===== src/hw/id_pkg.sv =====
package id_pkg;

	// word and address width of the core
	localparam int XLEN = 32;

	typedef enum logic [5:0] {
		OP_SPECIAL  = 6'h00,
		OP_REGIMM   = 6'h01,
		OP_J        = 6'h02,
		OP_JAL      = 6'h03,
		OP_BEQ      = 6'h04,
		OP_BNE      = 6'h05,
		OP_BLEZ     = 6'h06,
		OP_BGTZ     = 6'h07,
		OP_ADDI     = 6'h08,
		OP_ADDIU    = 6'h09,
		OP_SLTI     = 6'h0a,
		OP_SLTIU    = 6'h0b,
		OP_ANDI     = 6'h0c,
		OP_ORI      = 6'h0d,
		OP_XORI     = 6'h0e,
		OP_LUI      = 6'h0f,
		OP_SPECIAL2 = 6'h1c,
		OP_LB       = 6'h20,
		OP_LH       = 6'h21,
		OP_LW       = 6'h23,
		OP_LBU      = 6'h24,
		OP_LHU      = 6'h25,
		OP_SB       = 6'h28,
		OP_SH       = 6'h29,
		OP_SW       = 6'h2b,
		OP_PREF     = 6'h33
	} opcode_e;

	typedef enum logic [5:0] {
		FN_SLL     = 6'h00,
		FN_SRL     = 6'h02,
		FN_SRA     = 6'h03,
		FN_SLLV    = 6'h04,
		FN_SRLV    = 6'h06,
		FN_SRAV    = 6'h07,
		FN_JR      = 6'h08,
		FN_JALR    = 6'h09,
		FN_SYSCALL = 6'h0c,
		FN_BREAK   = 6'h0d,
		FN_SYNC    = 6'h0f,
		FN_MFHI    = 6'h10,
		FN_MTHI    = 6'h11,
		FN_MFLO    = 6'h12,
		FN_MTLO    = 6'h13,
		FN_MULT    = 6'h18,
		FN_MULTU   = 6'h19,
		FN_DIV     = 6'h1a,
		FN_DIVU    = 6'h1b,
		FN_ADD     = 6'h20,
		FN_ADDU    = 6'h21,
		FN_SUB     = 6'h22,
		FN_SUBU    = 6'h23,
		FN_AND     = 6'h24,
		FN_OR      = 6'h25,
		FN_XOR     = 6'h26,
		FN_NOR     = 6'h27,
		FN_SLT     = 6'h2a,
		FN_SLTU    = 6'h2b
	} func_e;

	// special2 MUL has the same function code as SRL
	localparam logic [5:0] FN2_MUL = 6'h02;

	typedef enum logic [4:0] {
		RT_BLTZ   = 5'h00,
		RT_BGEZ   = 5'h01,
		RT_BLTZAL = 5'h10,
		RT_BGEZAL = 5'h11
	} regimm_e;

	typedef enum logic [7:0] {
		ALU_NOP = 8'h00,
		ALU_ADD, ALU_ADDU, ALU_SUB, ALU_SUBU,
		ALU_AND, ALU_OR, ALU_XOR, ALU_NOR, ALU_SLT, ALU_SLTU,
		ALU_SLL, ALU_SRL, ALU_SRA, ALU_SLLV, ALU_SRLV, ALU_SRAV,
		ALU_ADDI, ALU_ADDIU, ALU_SLTI, ALU_SLTIU,
		ALU_ANDI, ALU_ORI, ALU_XORI, ALU_LU,
		ALU_LB, ALU_LBU, ALU_LH, ALU_LHU, ALU_LW, ALU_SB, ALU_SH, ALU_SW,
		ALU_JALR, ALU_MFHI, ALU_MTHI, ALU_MFLO, ALU_MTLO,
		ALU_MULT, ALU_MULTU, ALU_MUL
	} alu_op_e;

	typedef enum logic [3:0] {LD_NONE, LD_LB, LD_LBU, LD_LH, LD_LHU, LD_LW} load_type_e;
	typedef enum logic [3:0] {ST_NONE, ST_SB, ST_SH, ST_SW} store_type_e;
	typedef enum logic [1:0] {RES_MEM = 2'b00, RES_ALU = 2'b01} result_sel_e;
	typedef enum logic [1:0] {SRC1_RT, SRC1_HI, SRC1_LO, SRC1_IMM} src1_sel_e;
	// link writes go to r31
	typedef enum logic [1:0] {DST_RT, DST_RD, DST_RA} regdst_e;

	typedef struct packed {
		logic brk;
		logic sys;
		logic ri;
	} exc_t;

	typedef struct packed {
		logic        wreg;
		logic        wmem;
		logic        whi;
		logic        wlo;
		logic        hi_i_sel;
		logic        lo_i_sel;
		logic        is_div;
		logic        is_sign_div;
		logic        sign;
		logic        alusrc0_sel;
		src1_sel_e   alusrc1_sel;
		regdst_e     regdst;
		result_sel_e result_sel;
		load_type_e  load_type;
		store_type_e store_type;
	} ctrl_t;

	typedef struct packed {
		logic            i_bj;
		logic            i_b;
		logic            taken;
		logic [XLEN-1:0] target;
	} bj_t;

	// inactive control word, immediates sign extend by default
	localparam ctrl_t CTRL_IDLE = '{
		sign:        1'b1,
		alusrc1_sel: SRC1_RT,
		regdst:      DST_RT,
		result_sel:  RES_MEM,
		load_type:   LD_NONE,
		store_type:  ST_NONE,
		default:     1'b0
	};

endpackage


===== src/hw/alu_op_decode.sv =====
module alu_op_decode (
	input  logic [31:0]     i_inst,
	output id_pkg::alu_op_e o_alu_op,
	output id_pkg::exc_t    o_exc
);
	import id_pkg::*;

	opcode_e    op;
	func_e      fn;
	logic [4:0] rs;
	logic [4:0] rt;

	assign op = opcode_e'(i_inst[31:26]);
	assign fn = func_e'(i_inst[5:0]);
	assign rs = i_inst[25:21];
	assign rt = i_inst[20:16];

	always_comb
	begin
		o_alu_op = ALU_NOP;
		o_exc    = '0;
		case (op)
			// plain jumps, branches and prefetch need no ALU work
			OP_J, OP_BEQ, OP_BNE, OP_PREF:
				o_alu_op = ALU_NOP;
			OP_JAL:
				o_alu_op = ALU_JALR;
			OP_BLEZ, OP_BGTZ:
				o_exc.ri = |rt;
			OP_ADDI:  o_alu_op = ALU_ADDI;
			OP_ADDIU: o_alu_op = ALU_ADDIU;
			OP_SLTI:  o_alu_op = ALU_SLTI;
			OP_SLTIU: o_alu_op = ALU_SLTIU;
			OP_ANDI:  o_alu_op = ALU_ANDI;
			OP_ORI:   o_alu_op = ALU_ORI;
			OP_XORI:  o_alu_op = ALU_XORI;
			OP_LUI:
			begin
				o_alu_op = ALU_LU;
				o_exc.ri = |rs;
			end
			OP_LB:  o_alu_op = ALU_LB;
			OP_LBU: o_alu_op = ALU_LBU;
			OP_LH:  o_alu_op = ALU_LH;
			OP_LHU: o_alu_op = ALU_LHU;
			OP_LW:  o_alu_op = ALU_LW;
			OP_SB:  o_alu_op = ALU_SB;
			OP_SH:  o_alu_op = ALU_SH;
			OP_SW:  o_alu_op = ALU_SW;
			OP_REGIMM:
			begin
				case (regimm_e'(rt))
					RT_BLTZ, RT_BGEZ:     o_alu_op = ALU_NOP;
					// link forms compute the return address
					RT_BLTZAL, RT_BGEZAL: o_alu_op = ALU_JALR;
					default:              o_exc.ri = 1'b1;
				endcase
			end
			OP_SPECIAL2:
			begin
				if (fn == FN2_MUL)
					o_alu_op = ALU_MUL;
				else
					o_exc.ri = 1'b1;
			end
			OP_SPECIAL:
			begin
				case (fn)
					FN_SLL:     o_alu_op = ALU_SLL;
					FN_SRL:     o_alu_op = ALU_SRL;
					FN_SRA:     o_alu_op = ALU_SRA;
					FN_SLLV:    o_alu_op = ALU_SLLV;
					FN_SRLV:    o_alu_op = ALU_SRLV;
					FN_SRAV:    o_alu_op = ALU_SRAV;
					FN_JR:      o_alu_op = ALU_NOP;
					FN_JALR:    o_alu_op = ALU_JALR;
					FN_SYSCALL: o_exc.sys = 1'b1;
					FN_BREAK:   o_exc.brk = 1'b1;
					FN_SYNC:    o_alu_op = ALU_NOP;
					FN_MFHI:    o_alu_op = ALU_MFHI;
					FN_MTHI:    o_alu_op = ALU_MTHI;
					FN_MFLO:    o_alu_op = ALU_MFLO;
					FN_MTLO:    o_alu_op = ALU_MTLO;
					FN_MULT:    o_alu_op = ALU_MULT;
					FN_MULTU:   o_alu_op = ALU_MULTU;
					// divider is started from the control word alone
					FN_DIV, FN_DIVU:
						o_alu_op = ALU_NOP;
					FN_ADD:     o_alu_op = ALU_ADD;
					FN_ADDU:    o_alu_op = ALU_ADDU;
					FN_SUB:     o_alu_op = ALU_SUB;
					FN_SUBU:    o_alu_op = ALU_SUBU;
					FN_AND:     o_alu_op = ALU_AND;
					FN_OR:      o_alu_op = ALU_OR;
					FN_XOR:     o_alu_op = ALU_XOR;
					FN_NOR:     o_alu_op = ALU_NOR;
					FN_SLT:     o_alu_op = ALU_SLT;
					FN_SLTU:    o_alu_op = ALU_SLTU;
					default:    o_exc.ri = 1'b1;
				endcase
			end
			// cop0, traps, ll/sc and unaligned accesses land here too
			default:
				o_exc.ri = 1'b1;
		endcase
	end

endmodule


===== src/hw/ctrl_decode.sv =====
module ctrl_decode (
	input  logic [31:0]   i_inst,
	output id_pkg::ctrl_t o_ctrl
);
	import id_pkg::*;

	opcode_e op;
	func_e   fn;
	regimm_e rt;

	assign op = opcode_e'(i_inst[31:26]);
	assign fn = func_e'(i_inst[5:0]);
	assign rt = regimm_e'(i_inst[20:16]);

	always_comb
	begin
		o_ctrl = CTRL_IDLE;
		case (op)
			// logical immediates are zero extended
			OP_ANDI, OP_ORI, OP_XORI, OP_LUI:
			begin
				o_ctrl.wreg        = 1'b1;
				o_ctrl.result_sel  = RES_ALU;
				o_ctrl.sign        = 1'b0;
				o_ctrl.alusrc1_sel = SRC1_IMM;
			end
			OP_ADDI, OP_ADDIU, OP_SLTI, OP_SLTIU:
			begin
				o_ctrl.wreg        = 1'b1;
				o_ctrl.result_sel  = RES_ALU;
				o_ctrl.alusrc1_sel = SRC1_IMM;
			end
			OP_LB, OP_LBU, OP_LH, OP_LHU, OP_LW:
			begin
				o_ctrl.wreg        = 1'b1;
				o_ctrl.alusrc1_sel = SRC1_IMM;
				case (op)
					OP_LB:   o_ctrl.load_type = LD_LB;
					OP_LBU:  o_ctrl.load_type = LD_LBU;
					OP_LH:   o_ctrl.load_type = LD_LH;
					OP_LHU:  o_ctrl.load_type = LD_LHU;
					default: o_ctrl.load_type = LD_LW;
				endcase
			end
			OP_SB, OP_SH, OP_SW:
			begin
				o_ctrl.wmem        = 1'b1;
				o_ctrl.alusrc1_sel = SRC1_IMM;
				case (op)
					OP_SB:   o_ctrl.store_type = ST_SB;
					OP_SH:   o_ctrl.store_type = ST_SH;
					default: o_ctrl.store_type = ST_SW;
				endcase
			end
			OP_JAL:
			begin
				o_ctrl.wreg       = 1'b1;
				o_ctrl.result_sel = RES_ALU;
				o_ctrl.regdst     = DST_RA;
			end
			OP_REGIMM:
			begin
				if (rt == RT_BLTZAL || rt == RT_BGEZAL)
				begin
					o_ctrl.wreg       = 1'b1;
					o_ctrl.result_sel = RES_ALU;
					o_ctrl.regdst     = DST_RA;
				end
			end
			OP_SPECIAL2:
			begin
				if (fn == FN2_MUL)
				begin
					o_ctrl.wreg       = 1'b1;
					o_ctrl.result_sel = RES_ALU;
					o_ctrl.regdst     = DST_RD;
				end
			end
			OP_SPECIAL:
			begin
				case (fn)
					FN_AND, FN_OR, FN_XOR, FN_NOR,
					FN_ADD, FN_ADDU, FN_SUB, FN_SUBU, FN_SLT, FN_SLTU,
					FN_SLLV, FN_SRLV, FN_SRAV, FN_JALR:
					begin
						o_ctrl.wreg       = 1'b1;
						o_ctrl.result_sel = RES_ALU;
						o_ctrl.regdst     = DST_RD;
					end
					// shift amount comes from the sa field
					FN_SLL, FN_SRL, FN_SRA:
					begin
						o_ctrl.wreg        = 1'b1;
						o_ctrl.result_sel  = RES_ALU;
						o_ctrl.alusrc0_sel = 1'b1;
						o_ctrl.regdst      = DST_RD;
					end
					FN_MFHI, FN_MFLO:
					begin
						o_ctrl.wreg        = 1'b1;
						o_ctrl.result_sel  = RES_ALU;
						o_ctrl.alusrc1_sel = (fn == FN_MFHI) ? SRC1_HI : SRC1_LO;
						o_ctrl.regdst      = DST_RD;
					end
					FN_MTHI, FN_MTLO:
					begin
						o_ctrl.whi        = (fn == FN_MTHI);
						o_ctrl.wlo        = (fn == FN_MTLO);
						o_ctrl.result_sel = RES_ALU;
					end
					// hi/lo take the 64-bit unit result
					FN_MULT, FN_MULTU, FN_DIV, FN_DIVU:
					begin
						o_ctrl.hi_i_sel    = 1'b1;
						o_ctrl.lo_i_sel    = 1'b1;
						o_ctrl.whi         = 1'b1;
						o_ctrl.wlo         = 1'b1;
						o_ctrl.is_div      = (fn == FN_DIV || fn == FN_DIVU);
						o_ctrl.is_sign_div = (fn == FN_DIV);
					end
					default: ;
				endcase
			end
			default: ;
		endcase
	end

	assert property (@(o_ctrl) !(o_ctrl.wreg && o_ctrl.wmem))
		else $error("ctrl_decode: wreg and wmem both set");
	assert property (@(o_ctrl) o_ctrl.is_div |-> (o_ctrl.whi && o_ctrl.wlo))
		else $error("ctrl_decode: divide without hi/lo write");

endmodule


===== src/hw/branch_unit.sv =====
module branch_unit #(
	parameter int DATA_W = id_pkg::XLEN
) (
	input  logic [31:0]       i_inst,
	input  logic [DATA_W-1:0] i_pc_plus4,
	input  logic [DATA_W-1:0] i_rs_data,
	input  logic [DATA_W-1:0] i_rt_data,
	output id_pkg::bj_t       o_bj
);
	import id_pkg::*;

	opcode_e           op;
	func_e             fn;
	regimm_e           rt;
	logic [15:0]       offset;
	logic [DATA_W-1:0] b_tgt;
	logic [DATA_W-1:0] j_tgt;
	logic              rs_eq_rt;
	logic              rs_zero;
	logic              rs_neg;
	logic              b_cond;

	assign op     = opcode_e'(i_inst[31:26]);
	assign fn     = func_e'(i_inst[5:0]);
	assign rt     = regimm_e'(i_inst[20:16]);
	assign offset = i_inst[15:0];

	assign b_tgt = i_pc_plus4 + {{(DATA_W-18){offset[15]}}, offset, 2'b00};
	// region jump keeps the top bits of pc+4
	assign j_tgt = {i_pc_plus4[DATA_W-1:28], i_inst[25:0], 2'b00};

	assign rs_eq_rt = (i_rs_data == i_rt_data);
	assign rs_zero  = ~|i_rs_data;
	assign rs_neg   = i_rs_data[DATA_W-1];

	always_comb
	begin
		case (op)
			OP_BEQ:  b_cond = rs_eq_rt;
			OP_BNE:  b_cond = !rs_eq_rt;
			OP_BLEZ: b_cond = rs_neg || rs_zero;
			OP_BGTZ: b_cond = !rs_neg && !rs_zero;
			// regimm forms, rt bit 0 picks the GEZ variants
			default: b_cond = i_inst[16] ? !rs_neg : rs_neg;
		endcase
	end

	always_comb
	begin
		o_bj = '0;
		case (op)
			OP_J, OP_JAL:
			begin
				o_bj.i_bj   = 1'b1;
				o_bj.taken  = 1'b1;
				o_bj.target = j_tgt;
			end
			OP_BEQ, OP_BNE, OP_BLEZ, OP_BGTZ:
			begin
				o_bj.i_bj   = 1'b1;
				o_bj.i_b    = 1'b1;
				o_bj.taken  = b_cond;
				o_bj.target = b_tgt;
			end
			OP_REGIMM:
			begin
				if (rt inside {RT_BLTZ, RT_BGEZ, RT_BLTZAL, RT_BGEZAL})
				begin
					o_bj.i_bj   = 1'b1;
					o_bj.i_b    = 1'b1;
					o_bj.taken  = b_cond;
					o_bj.target = b_tgt;
				end
			end
			OP_SPECIAL:
			begin
				// register jumps are flagged like branches for the fetch stage
				if (fn == FN_JR || fn == FN_JALR)
				begin
					o_bj.i_bj   = 1'b1;
					o_bj.i_b    = 1'b1;
					o_bj.taken  = 1'b1;
					o_bj.target = i_rs_data;
				end
			end
			default: ;
		endcase
	end

	assert property (@(o_bj) o_bj.taken |-> o_bj.i_bj)
		else $error("branch_unit: taken without branch or jump");

endmodule


===== src/hw/id_stage.sv =====
module id_stage #(
	parameter int DATA_W = id_pkg::XLEN
) (
	input  logic              clk,
	input  logic              rst_n,
	input  logic              i_valid,
	input  logic [31:0]       i_inst,
	input  logic [DATA_W-1:0] i_pc_plus4,
	input  logic [DATA_W-1:0] i_rs_data,
	input  logic [DATA_W-1:0] i_rt_data,
	input  logic              i_delayslot,
	output logic              o_valid,
	output id_pkg::alu_op_e   o_alu_op,
	output id_pkg::ctrl_t     o_ctrl,
	output id_pkg::bj_t       o_bj,
	output id_pkg::exc_t      o_exc,
	output logic              o_delayslot
);
	import id_pkg::*;

	// decoder outputs, before the ID/EX register
	alu_op_e alu_op;
	exc_t    exc;
	ctrl_t   ctrl;
	bj_t     bj;

	alu_op_decode u_alu_op_decode (
		.i_inst   (i_inst),
		.o_alu_op (alu_op),
		.o_exc    (exc)
	);

	ctrl_decode u_ctrl_decode (
		.i_inst (i_inst),
		.o_ctrl (ctrl)
	);

	branch_unit #(
		.DATA_W (DATA_W)
	) u_branch_unit (
		.i_inst     (i_inst),
		.i_pc_plus4 (i_pc_plus4),
		.i_rs_data  (i_rs_data),
		.i_rt_data  (i_rt_data),
		.o_bj       (bj)
	);

	// ID/EX register
	// a bubble loads the same idle word as reset
	always_ff @(posedge clk)
	begin
		if (!rst_n || !i_valid)
		begin
			o_valid     <= 1'b0;
			o_alu_op    <= ALU_NOP;
			o_ctrl      <= CTRL_IDLE;
			o_bj        <= '0;
			o_exc       <= '0;
			o_delayslot <= 1'b0;
		end
		else
		begin
			o_valid     <= 1'b1;
			o_alu_op    <= alu_op;
			o_ctrl      <= ctrl;
			o_bj        <= bj;
			o_exc       <= exc;
			o_delayslot <= i_delayslot;
		end
	end

	// at most one exception cause reaches execute
	assert property (@(posedge clk) disable iff (!rst_n) o_valid |-> $onehot0(o_exc))
		else $error("id_stage: more than one exception flag set");

endmodule


===== config.mk =====
export PLATFORM = sky130hd
export DESIGN_NAME = id_stage
export DESIGN_NICKNAME = d
export VERILOG_FILES = /design/src/hw/id_pkg.sv /design/src/hw/alu_op_decode.sv /design/src/hw/ctrl_decode.sv /design/src/hw/branch_unit.sv /design/src/hw/id_stage.sv
export SDC_FILE = /design/constraint.sdc
export NUM_CORES = 1
export LEC_CHECK = 0
export BUFFER_PORTS_ARGS = -buffer_cell sky130_fd_sc_hd__clkbuf_2
export CAP_MARGIN = 5
export CORE_MARGIN = 4
export CORE_UTILIZATION = 23
export DETAILED_ROUTE_END_ITERATION = 6
export PLACE_DENSITY_LB_ADDON = 0.25
export SYNTH_ARGS = -nofsm -noshare
export SYNTH_HDL_FRONTEND = slang
export SYNTH_SLANG_ARGS = --single-unit

===== constraint.sdc =====
create_clock -name clk -period 8 [get_ports clk]
set_input_delay 2.4 -clock clk [delete_from_list [all_inputs] [get_ports clk]]
set_output_delay 2.4 -clock clk [all_outputs]
set_load 0.005 [all_outputs]

==> results of run 1 <==
==> area by class of cell <==
cell class,instances,area [µm²]
Multi-Input combinational cell,564,3720
Fill cell,2484,15900
Inverter,14,52.6
Timing Repair Buffer,199,1000
Tap cell,285,357
Clock inverter,7,71.3
Clock buffer,9,225
Sequential cell,65,1300
==> per-layer routing <==
metal | vias to the layer above | global-route usage (%)
met3 | 20 | 3.99
met5 | - | 0
met2 | 259 | 29.9
met1 | 2792 | 22.5
li1 | 2903 | -
met4 | 0 | 4.26
==> report_power, final <==
part	leakage, nW	switching, mW	internal, mW
clock	0.137	0.159	0.240
combinational	2.17	0.173	0.108
sequential	0.525	0.000770	0.326
total	2.83	0.332	0.674
==> cell usage in the layout, fill, tap and decap left out, types with 16 or more instances in the layout <==
| cell type | synthesis | layout |
|---|---|---|
| sky130_fd_sc_hd__a21oi_1 | 48 | 48 |
| sky130_fd_sc_hd__a22oi_1 | 25 | 25 |
| sky130_fd_sc_hd__clkbuf_2 | 0 | 197 |
| sky130_fd_sc_hd__dfxtp_1 | 65 | 65 |
| sky130_fd_sc_hd__ha_1 | 29 | 29 |
| sky130_fd_sc_hd__nand2_1 | 45 | 45 |
| sky130_fd_sc_hd__nand4_1 | 19 | 19 |
| sky130_fd_sc_hd__nor2_1 | 66 | 66 |
| sky130_fd_sc_hd__nor2b_1 | 16 | 16 |
| sky130_fd_sc_hd__nor3_1 | 17 | 17 |
| sky130_fd_sc_hd__nor4_1 | 22 | 22 |
| sky130_fd_sc_hd__o21ai_0 | 40 | 40 |
| sky130_fd_sc_hd__o22ai_1 | 24 | 24 |
| sky130_fd_sc_hd__xor2_1 | 45 | 45 |
==> flip-flops by register name, summed over array words and instances (netlist names) <==
name         flops
o_valid          1
o_alu_op         6
o_ctrl          19
o_delayslot      1
o_exc            3
o_bj            35
==> logic make-up after synthesis <==
kind of cell | after synthesis | share of synthesized area [%]
fa+ha+maj | 31 | 7.44
buf+inv | 62 | 5.29
mux | 5 | 0.948
flops | 65 | 24.7
other cells | 1 | 0.0711
simple gates | 239 | 23.0
compound gates | 223 | 28.7
xor+xnor | 60 | 9.96
==> metrics by stage <==
stage	instance area, µm²	cells	total power [mW]	worst slack [ns]	hold slack [ns]
floorplan	5300	691	0.511	3.79	2.55
global placement	6430	1127	0.613	2.49	2.65
detailed placement	6430	1127	0.611	2.40	2.65
CTS	6730	1143	1.02	2.74	2.29
global route	6730	1143	1.06	2.37	2.30
finish	6730	1143	1.01	2.79	2.30
==> worst paths after layout <==
kind	from	to
hold / removal	i_delayslot	o_delayslot
setup / recovery	i_inst[17]	o_bj[24]
==> impl_metrics.env, run 1 <==
export IMPL_run_status="complete, no violations"
export IMPL_number_of_pins_exceeding_their_max_slew_limit_in_the_final_report=0
export IMPL_cp_arrival_ns=5.51
export IMPL_placement_io_buffers=197
export IMPL_cts_htree_levels=3
export IMPL_dr_wl_met2_um=11100
export IMPL_netlist_instances=686
export IMPL_timing_critical_path_to_type="flip-flop"
export IMPL_synth_edff_count=0
export IMPL_achievable_frequency_ghz=0.192
export IMPL_global_route_overflow_total=0
export IMPL_synthDominantCellAreaShare_pct=24.7
export IMPL_drt_pass1_iter_count=7
export IMPL_timing_hold_violations_final=0
export IMPL_detail_route_antenna_nets=0
export IMPL_path_cells="clkbuf_2 -> nor3_1 -> a21oi_1 -> nor2_1 -> nand2_1 -> o32a_1 -> nand2_1"
export IMPL_horizontal_die_dimension_um=159
export IMPL_worst_slew_margin_rel_pct=35.0
export IMPL_vdd_drop_max_mv=0.0765
export IMPL_dominantRegCellSynth="sky130_fd_sc_hd__dfxtp_1"
export IMPL_detailed_place_hpwl_um=18300
export IMPL_p_leak_nw=2.83
export IMPL_yosys_cell_count_top_type="sky130_fd_sc_hd__nor2_1"
export IMPL_seq_area_frac_synth_pct=24.7
export IMPL_fin_tns_setup_ns=0
export IMPL_biggest_cell_delay_along_the_critical_path_ns=0.83
export IMPL_final_nets=1015
export IMPL_worst_pin_slew_ns=0.973
export IMPL_wl_um=22700
export IMPL_drt_iter0_markers=525
export IMPL_cp_depth=7
export IMPL_cts_reportedPaths_clkPinSlew_ns=0.06
export IMPL_first_global_vias=5924
export IMPL_placement_rows=55
export IMPL_synth_async_sr_flop_share_pct=0
export IMPL_powerDensity_mw_per_mm2=150
export IMPL_worstHoldPathCells=2
export IMPL_avgRoutedWirePerCell_um=19.9
export IMPL_core_area_mm2=0.0226
export IMPL_area_growth_synth_to_final_pct=27.4
export IMPL_period_share_pct=65.2
export IMPL_critPathLaunchType="primary input"
export IMPL_post_route_cells_drive_above_1_share_pct=27.0
export IMPL_place_congestion=0.854
export IMPL_maxCapViolCount=0
export IMPL_synthTopCellsByCount="sky130_fd_sc_hd__nor2_1 (66), sky130_fd_sc_hd__dfxtp_1 (65), sky130_fd_sc_hd__a21oi_1 (48)"
export IMPL_overall_die_area_mm2=0.0254
export IMPL_cell_repeated_most_along_the_worst_path="sky130_fd_sc_hd__nand2_1"
export IMPL_route_detailed_vias_per_inst=5.23
export IMPL_cts_path_max_buffers=2
export IMPL_final_setup_viol_count=0
export IMPL_number_of_library_cell_types_mapped_by_synthesis=70
export IMPL_die_h_um=159
export IMPL_ctsResizeCount=0
export IMPL_initial_core_util_pct=23.3
export IMPL_floorplan_io_pins=204
export IMPL_routed_via_count=5974
export IMPL_synth_warnings=0
export IMPL_cts_post_setup_buffers_inserted=0
export IMPL_worst_path_fanout_max=26
export IMPL_synth_area_leaders="sky130_fd_sc_hd__dfxtp_1 (25%), sky130_fd_sc_hd__xor2_1 (7.5%), sky130_fd_sc_hd__ha_1 (6.9%), sky130_fd_sc_hd__nor2_1 (4.7%), sky130_fd_sc_hd__a21oi_1 (4.6%)"
export IMPL_cts_made_buffers=9
export IMPL_fin_util_pct=29.7
export IMPL_grt_pass1_wl_um=35000
export IMPL_final_min_clock_period_ns=5.21
export IMPL_wl_met1_um=9640
export IMPL_grt_start_max_net_pins=35
export IMPL_initial_antenna_violation_count=0
export IMPL_crit_family="simple AND/OR/NAND/NOR gates"
export IMPL_globalRouteTotalUtil_pct=17.5
export IMPL_synth_top_area_cell="sky130_fd_sc_hd__dfxtp_1"
export IMPL_cts_root_buf="sky130_fd_sc_hd__clkbuf_16"
export IMPL_antenna_cells=0
export IMPL_worstPathBufferInverterCount=1
export IMPL_synthesis_area_per_instance_um2=7.69
export IMPL_rsz_0062_raised_after_global_routing="false"
export IMPL_cts_tree="done"
export IMPL_timing_critical_path_required_ns=8.29
export IMPL_setup_worst_path_class="in2reg"
export IMPL_holdBufCountCts=0
export IMPL_route_met3_wl_um=1670
export IMPL_hp_class="in2reg"
export IMPL_post_synth_instance_area_mm2=0.00528
export IMPL_tritoncts_num_sinks=65
export IMPL_cp_max_stage_cell="sky130_fd_sc_hd__nand2_1"
export IMPL_synth_seq_cells=65
export IMPL_post_route_drc=0
export IMPL_top_signal_layer_used="met4"
Note: power is estimated with default switching activity, not from simulation.
==> run 2: changes to the inputs <==
--- a/config.mk
+++ b/config.mk
@@ -5,6 +5,7 @@
 export SDC_FILE = /design/constraint.sdc
 export NUM_CORES = 1
 export LEC_CHECK = 0
+export ABC_AREA = 1
 export BUFFER_PORTS_ARGS = -buffer_cell sky130_fd_sc_hd__clkbuf_2
 export CAP_MARGIN = 5
 export CORE_MARGIN = 4
==> constraint.sdc (replaced) <==
create_clock -name clk -period 4.9 [get_ports clk]
set_input_delay 1.47 -clock clk [delete_from_list [all_inputs] [get_ports clk]]
set_output_delay 1.47 -clock clk [all_outputs]
set_load 0.005 [all_outputs]
==> impl_metrics.env, run 2 <==
export IMPL_placement_io_buffers=197
export IMPL_intPower_mw=1.10
export IMPL_cts_tree="done"
export IMPL_initial_antenna_violation_count=2
export IMPL_register_ranked_first_by_flip_flop_count="o_bj"
export IMPL_netlist_instances=1079
export IMPL_grt_pass1_wl_um=39500
export IMPL_cts_root_buf="sky130_fd_sc_hd__clkbuf_16"
export IMPL_seq_power_share_pct=32.2
export IMPL_vdd_drop_max_mv=0.129
export IMPL_detail_route_antenna_nets=0
export IMPL_synth_area_leaders="sky130_fd_sc_hd__dfxtp_1 (21%), sky130_fd_sc_hd__nand2_1 (20%), sky130_fd_sc_hd__inv_1 (12%), sky130_fd_sc_hd__nor2_1 (7.9%), sky130_fd_sc_hd__nand3_1 (7.3%)"
export IMPL_timing_hold_violations_final=0
export IMPL_antenna_cells=0
export IMPL_wl_um=26100
export IMPL_die_h_um=171
export IMPL_fin_tns_setup_ns=0
export IMPL_route_met3_wl_um=1940
export IMPL_final_setup_viol_count=0
export IMPL_maxCapViolCount=0
export IMPL_route_detailed_vias_per_inst=4.52
export IMPL_place_congestion=0.918
export IMPL_cts_htree_levels=3
export IMPL_synth_edff_count=0
export IMPL_seq_area_frac_synth_pct=21.2
export IMPL_synthTopCellsByCount="sky130_fd_sc_hd__nand2_1 (328), sky130_fd_sc_hd__inv_1 (193), sky130_fd_sc_hd__nor2_1 (129)"
export IMPL_worst_slew_margin_rel_pct=60.9
export IMPL_timing_critical_path_to_type="flip-flop"
export IMPL_number_of_library_cell_types_mapped_by_synthesis=45
export IMPL_holdBufCountCts=0
export IMPL_tritoncts_num_sinks=65
export IMPL_post_route_drc=0
export IMPL_final_nets=1435
export IMPL_avgRoutedWirePerCell_um=16.2
export IMPL_p_switching_mw=0.576
export IMPL_dominantRegCellSynth="sky130_fd_sc_hd__dfxtp_1"
export IMPL_cts_path_max_buffers=2
export IMPL_achievable_frequency_ghz=0.312
export IMPL_core_area_mm2=0.0261
export IMPL_horizontal_die_dimension_um=171
export IMPL_floorplan_io_pins=204
export IMPL_final_common_cell="sky130_fd_sc_hd__nand2_1"
export IMPL_hold_ws_ns=1.33
export IMPL_post_route_cells_drive_above_1_share_pct=19.6
export IMPL_synthDominantCellAreaShare_pct=21.2
export IMPL_period_share_pct=65.5
export IMPL_placement_rows=59
export IMPL_routed_via_count=7298
export IMPL_hp_class="in2reg"
export IMPL_critPathLaunchType="primary input"
export IMPL_first_global_vias=7265
export IMPL_yosys_cell_count_top_type="sky130_fd_sc_hd__nand2_1"
export IMPL_cts_post_setup_buffers_inserted=0
export IMPL_biggestRegsByFlops="o_bj: 35 flops, o_ctrl: 19 flops, o_alu_op: 6 flops"
export IMPL_cp_arrival_ns=3.48
export IMPL_synth_seq_cells=65
export IMPL_timing_critical_path_required_ns=5.17
export IMPL_detailed_place_hpwl_um=22200
export IMPL_worst_path_fanout_max=5
export IMPL_dr_wl_met2_um=11800
export IMPL_global_route_overflow_total=0
export IMPL_top_signal_layer_used="met5"
export IMPL_comb_power_share_pct=29.0
export IMPL_drt_iter0_markers=430
export IMPL_run_status="complete, no violations"
export IMPL_synth_async_sr_flop_share_pct=0
export IMPL_cts_reportedPaths_clkPinSlew_ns=0.06
export IMPL_number_of_pins_exceeding_their_max_slew_limit_in_the_final_report=0
export IMPL_filler_cell_count=3053
export IMPL_power_share_switching_pct=34.3
export IMPL_area_growth_synth_to_final_pct=25.9
export IMPL_post_synth_instance_area_mm2=0.00614
export IMPL_globalRouteTotalUtil_pct=17.4
export IMPL_ctsResizeCount=0
export IMPL_synth_warnings=0
export IMPL_worst_pin_slew_ns=0.581
export IMPL_cts_made_buffers=9
export IMPL_synth_top_area_cell="sky130_fd_sc_hd__dfxtp_1"
export IMPL_drt_pass1_iter_count=5
export IMPL_powerDensity_mw_per_mm2=217
export IMPL_wl_met1_um=11900
export IMPL_grt_start_max_net_pins=43
export IMPL_layout_cells_most_common_list="sky130_fd_sc_hd__nand2_1 (328), sky130_fd_sc_hd__clkbuf_2 (197), sky130_fd_sc_hd__inv_1 (193)"
export IMPL_initial_core_util_pct=23.5
export IMPL_overall_die_area_mm2=0.0294
export IMPL_power_frac_clock_pct=38.8
export IMPL_largest_register_ffs=35
export IMPL_rsz_0062_raised_after_global_routing="false"
export IMPL_setup_worst_path_class="in2reg"
export IMPL_synthesis_area_per_instance_um2=5.69
export IMPL_p_leak_nw=4.21
export IMPL_final_min_clock_period_ns=3.21
[run 2: power by group through the flow]
stage               combinational, mW  sequential (mW)  clock, mW
finish                          0.487            0.540      0.652
global route                    0.552            0.540      0.690
CTS                             0.489            0.540      0.668
detailed placement              0.486            0.551          0
global placement                0.489            0.552          0
floorplan                       0.296            0.552          0
[run 2: through the flow]
step	setup WS (ns)	utilization [%]	total power [mW]	area (µm²)	instances
floorplan	1.79	-	0.847	6160	1084
global placement	1.41	28.4	1.04	7430	1597
detailed placement	1.36	28.4	1.04	7430	1597
CTS	1.70	29.6	1.70	7730	1613
global route	1.45	29.6	1.78	7730	1613
finish	1.69	29.6	1.68	7730	1613
[run 2: metal layers]
metal	vias up	track usage, %
met5	-	0
met4	4	3.44
met3	34	4.67
met2	263	29.2
met1	3238	22.6
li1	3759	-
[run 2: area by class of cell]
type                    instances  area [µm²]  share of cell area [%]
clock buffers                  10         229                    2.96
inverters                     202         761                    9.84
multi-input cells             797        3960                    51.2
flip-flops and latches         65        1300                    16.8
repair buffers                198         993                    12.9
well taps                     335         419                    5.42
clock inverters                 6        66.3                   0.858
[run 2: kinds of logic after synthesis]
logic type | count (synthesis) | synth area share [%]
simple gates | 608 | 42.1
buf+inv | 222 | 14.6
fa+ha+maj | 30 | 6.24
flops | 65 | 21.2
xor+xnor | 26 | 3.71
compound gates | 127 | 12.0
other cells | 1 | 0.0611
[run 2: worst paths after layout]
kind | startpoint | to | slack [ns] | cells past startpoint
worst max-delay path | i_inst[0] | o_bj[26] | 1.69 | 14
worst min-delay path | i_delayslot | o_delayslot | 1.33 | 3
[run 2: worst max-delay path, cell delays in order]
cell	delay [ns]
sky130_fd_sc_hd__clkbuf_2	0.12
sky130_fd_sc_hd__ha_1	0.25
sky130_fd_sc_hd__fa_1	0.44
sky130_fd_sc_hd__nand3_1	0.13
sky130_fd_sc_hd__nand3_1	0.17
sky130_fd_sc_hd__nand2_1	0.10
sky130_fd_sc_hd__nand2_1	0.08
sky130_fd_sc_hd__nand2_1	0.07
sky130_fd_sc_hd__nand2_1	0.08
sky130_fd_sc_hd__nand2_1	0.14
sky130_fd_sc_hd__nand2_1	0.08
sky130_fd_sc_hd__nand2_1	0.07
sky130_fd_sc_hd__nand3_1	0.11
sky130_fd_sc_hd__a21oi_1	0.16
==> run 3: changes to the inputs <==
==> constraint.sdc (replaced) <==
create_clock -name clk -period 3.3 [get_ports clk]
set_input_delay 0.99 -clock clk [delete_from_list [all_inputs] [get_ports clk]]
set_output_delay 0.99 -clock clk [all_outputs]
set_load 0.005 [all_outputs]
==> impl_metrics.env, run 3 (synthesized netlist as in run 2, its figures left out) <==
export IMPL_biggestRegsByFlops="o_bj: 35 flops, o_ctrl: 19 flops, o_alu_op: 6 flops"
export IMPL_antenna_cells=0
export IMPL_core_area_mm2=0.0261
export IMPL_worst_path_fanout_max=16
export IMPL_die_h_um=171
export IMPL_place_congestion=0.929
export IMPL_cts_post_setup_buffers_inserted=0
export IMPL_final_setup_viol_count=0
export IMPL_floorplan_io_pins=204
export IMPL_maxCapViolCount=0
export IMPL_placement_io_buffers=197
export IMPL_initial_core_util_pct=23.5
export IMPL_avgRoutedWirePerCell_um=16.1
export IMPL_global_route_overflow_total=0
export IMPL_comb_power_share_pct=28.6
export IMPL_post_route_cells_drive_above_1_share_pct=20.0
export IMPL_wl_met1_um=12100
export IMPL_fin_tns_setup_ns=0
export IMPL_cts_made_buffers=9
export IMPL_post_route_drc=0
export IMPL_timing_critical_path_required_ns=3.52
export IMPL_final_min_clock_period_ns=2.69
export IMPL_cts_reportedPaths_clkPinSlew_ns=0.06
export IMPL_horizontal_die_dimension_um=171
export IMPL_placement_rows=59
export IMPL_worst_slew_margin_rel_pct=54.7
export IMPL_cts_tree="done"
export IMPL_grt_pass1_wl_um=39400
export IMPL_post_layout_nonfiller_instances=1619
export IMPL_initial_antenna_violation_count=1
export IMPL_cts_root_buf="sky130_fd_sc_hd__clkbuf_16"
export IMPL_final_common_cell="sky130_fd_sc_hd__nand2_1"
export IMPL_fin_util_pct=29.8
export IMPL_drt_iter0_markers=493
export IMPL_power_frac_clock_pct=40.0
export IMPL_p_leak_nw=4.26
export IMPL_dp_worst_setup_slack_ns=0.250
export IMPL_route_detailed_vias_per_inst=4.51
export IMPL_setup_worst_path_class="in2reg"
export IMPL_p_switching_mw=0.902
export IMPL_final_design_area_no_fill_mm2=0.00778
export IMPL_grt_start_max_net_pins=30
export IMPL_globalRouteTotalUtil_pct=17.4
export IMPL_dr_wl_met2_um=11600
export IMPL_timing_hold_violations_final=0
export IMPL_holdBufCountCts=0
export IMPL_run_status="complete, no violations"
export IMPL_register_ranked_first_by_flip_flop_count="o_bj"
export IMPL_drt_pass1_iter_count=5
export IMPL_seq_power_share_pct=31.4
export IMPL_timing_hold_worst_start="i_delayslot"
export IMPL_tritoncts_num_sinks=65
export IMPL_route_met3_wl_um=1800
export IMPL_layout_setup_ws_ns=0.607
export IMPL_cts_htree_levels=3
export IMPL_critPathLaunchType="primary input"
export IMPL_largest_register_ffs=35
export IMPL_worst_pin_slew_ns=0.677
export IMPL_number_of_pins_exceeding_their_max_slew_limit_in_the_final_report=0
export IMPL_placedCellCount=1603
export IMPL_cp_arrival_ns=2.91
export IMPL_wl_um=26000
export IMPL_achievable_frequency_ghz=0.371
export IMPL_cts_path_max_buffers=2
export IMPL_power_share_switching_pct=35.4
export IMPL_hp_class="in2reg"
export IMPL_detail_route_antenna_nets=0
export IMPL_area_growth_synth_to_final_pct=26.8
export IMPL_period_share_pct=81.6
export IMPL_intPower_mw=1.65
export IMPL_ctsResizeCount=0
export IMPL_dpl_instance_area_mm2=0.00748
export IMPL_critical_path_origin="i_inst[15]"
export IMPL_layout_cells_most_common_list="sky130_fd_sc_hd__nand2_1 (328), sky130_fd_sc_hd__clkbuf_2 (197), sky130_fd_sc_hd__inv_1 (193)"
export IMPL_final_nets=1441
export IMPL_rsz_0062_raised_after_global_routing="false"
export IMPL_timing_critical_path_to_type="flip-flop"
export IMPL_top_signal_layer_used="met5"
export IMPL_overall_die_area_mm2=0.0294
export IMPL_powerDensity_mw_per_mm2=328
export IMPL_vdd_drop_max_mv=0.218
export IMPL_routed_via_count=7304
export IMPL_first_global_vias=7133
export IMPL_detailed_place_hpwl_um=22300
[run 3: per-stage QoR]
stage               power, mW  hold WS [ns]
floorplan                1.26          1.07
detailed placement       1.55          1.20
finish                   2.55         0.846
global placement         1.55          1.20
CTS                      2.57         0.837
global route             2.69         0.870
[run 3: worst paths after layout]
check / end / slack (ns) / cells after the start
setup / recovery: o_bj[26] / 0.61 / 12
hold / removal: o_delayslot / 0.85 / 3
[run 3: per-layer routing]
| layer | vias up | track usage, % |
|---|---|---|
| met2 | 257 | 28.5 |
| met1 | 3249 | 23.3 |
| met4 | 2 | 4.24 |
| li1 | 3765 | - |
| met5 | - | 0 |
| met3 | 31 | 3.79 |
[run 3: power by group through the flow]
stage | Clock [mW] | Sequential [mW] | Combinational (mW)
final | 1.02 | 0.801 | 0.728
after global routing | 1.06 | 0.802 | 0.827
after CTS | 1.04 | 0.801 | 0.732
after detailed placement | 0 | 0.819 | 0.728
after global placement | 0 | 0.819 | 0.731
after floorplan | 0 | 0.819 | 0.439
[run 3: area by class of cell]
cell class | instances | area, µm²
clock buffers | 9 | 225
clock inverters | 7 | 77.6
fillers | 3048 | 18400
inverters | 202 | 761
multi-input cells | 797 | 3960
flip-flops and latches | 65 | 1300
well taps | 335 | 419
repair buffers | 204 | 1040
[run 3: worst max-delay path, cell delays in order]
cell                       delay (ns)
sky130_fd_sc_hd__clkbuf_2        0.26
sky130_fd_sc_hd__ha_1            0.51
sky130_fd_sc_hd__nand2_1         0.13
sky130_fd_sc_hd__nor2_1          0.27
sky130_fd_sc_hd__and2_1          0.17
sky130_fd_sc_hd__nand2_1         0.05
sky130_fd_sc_hd__nand2_1         0.13
sky130_fd_sc_hd__nand2_1         0.11
sky130_fd_sc_hd__nand2_1         0.07
sky130_fd_sc_hd__nand2_1         0.06
sky130_fd_sc_hd__nand3_1         0.08
sky130_fd_sc_hd__a21oi_1         0.07
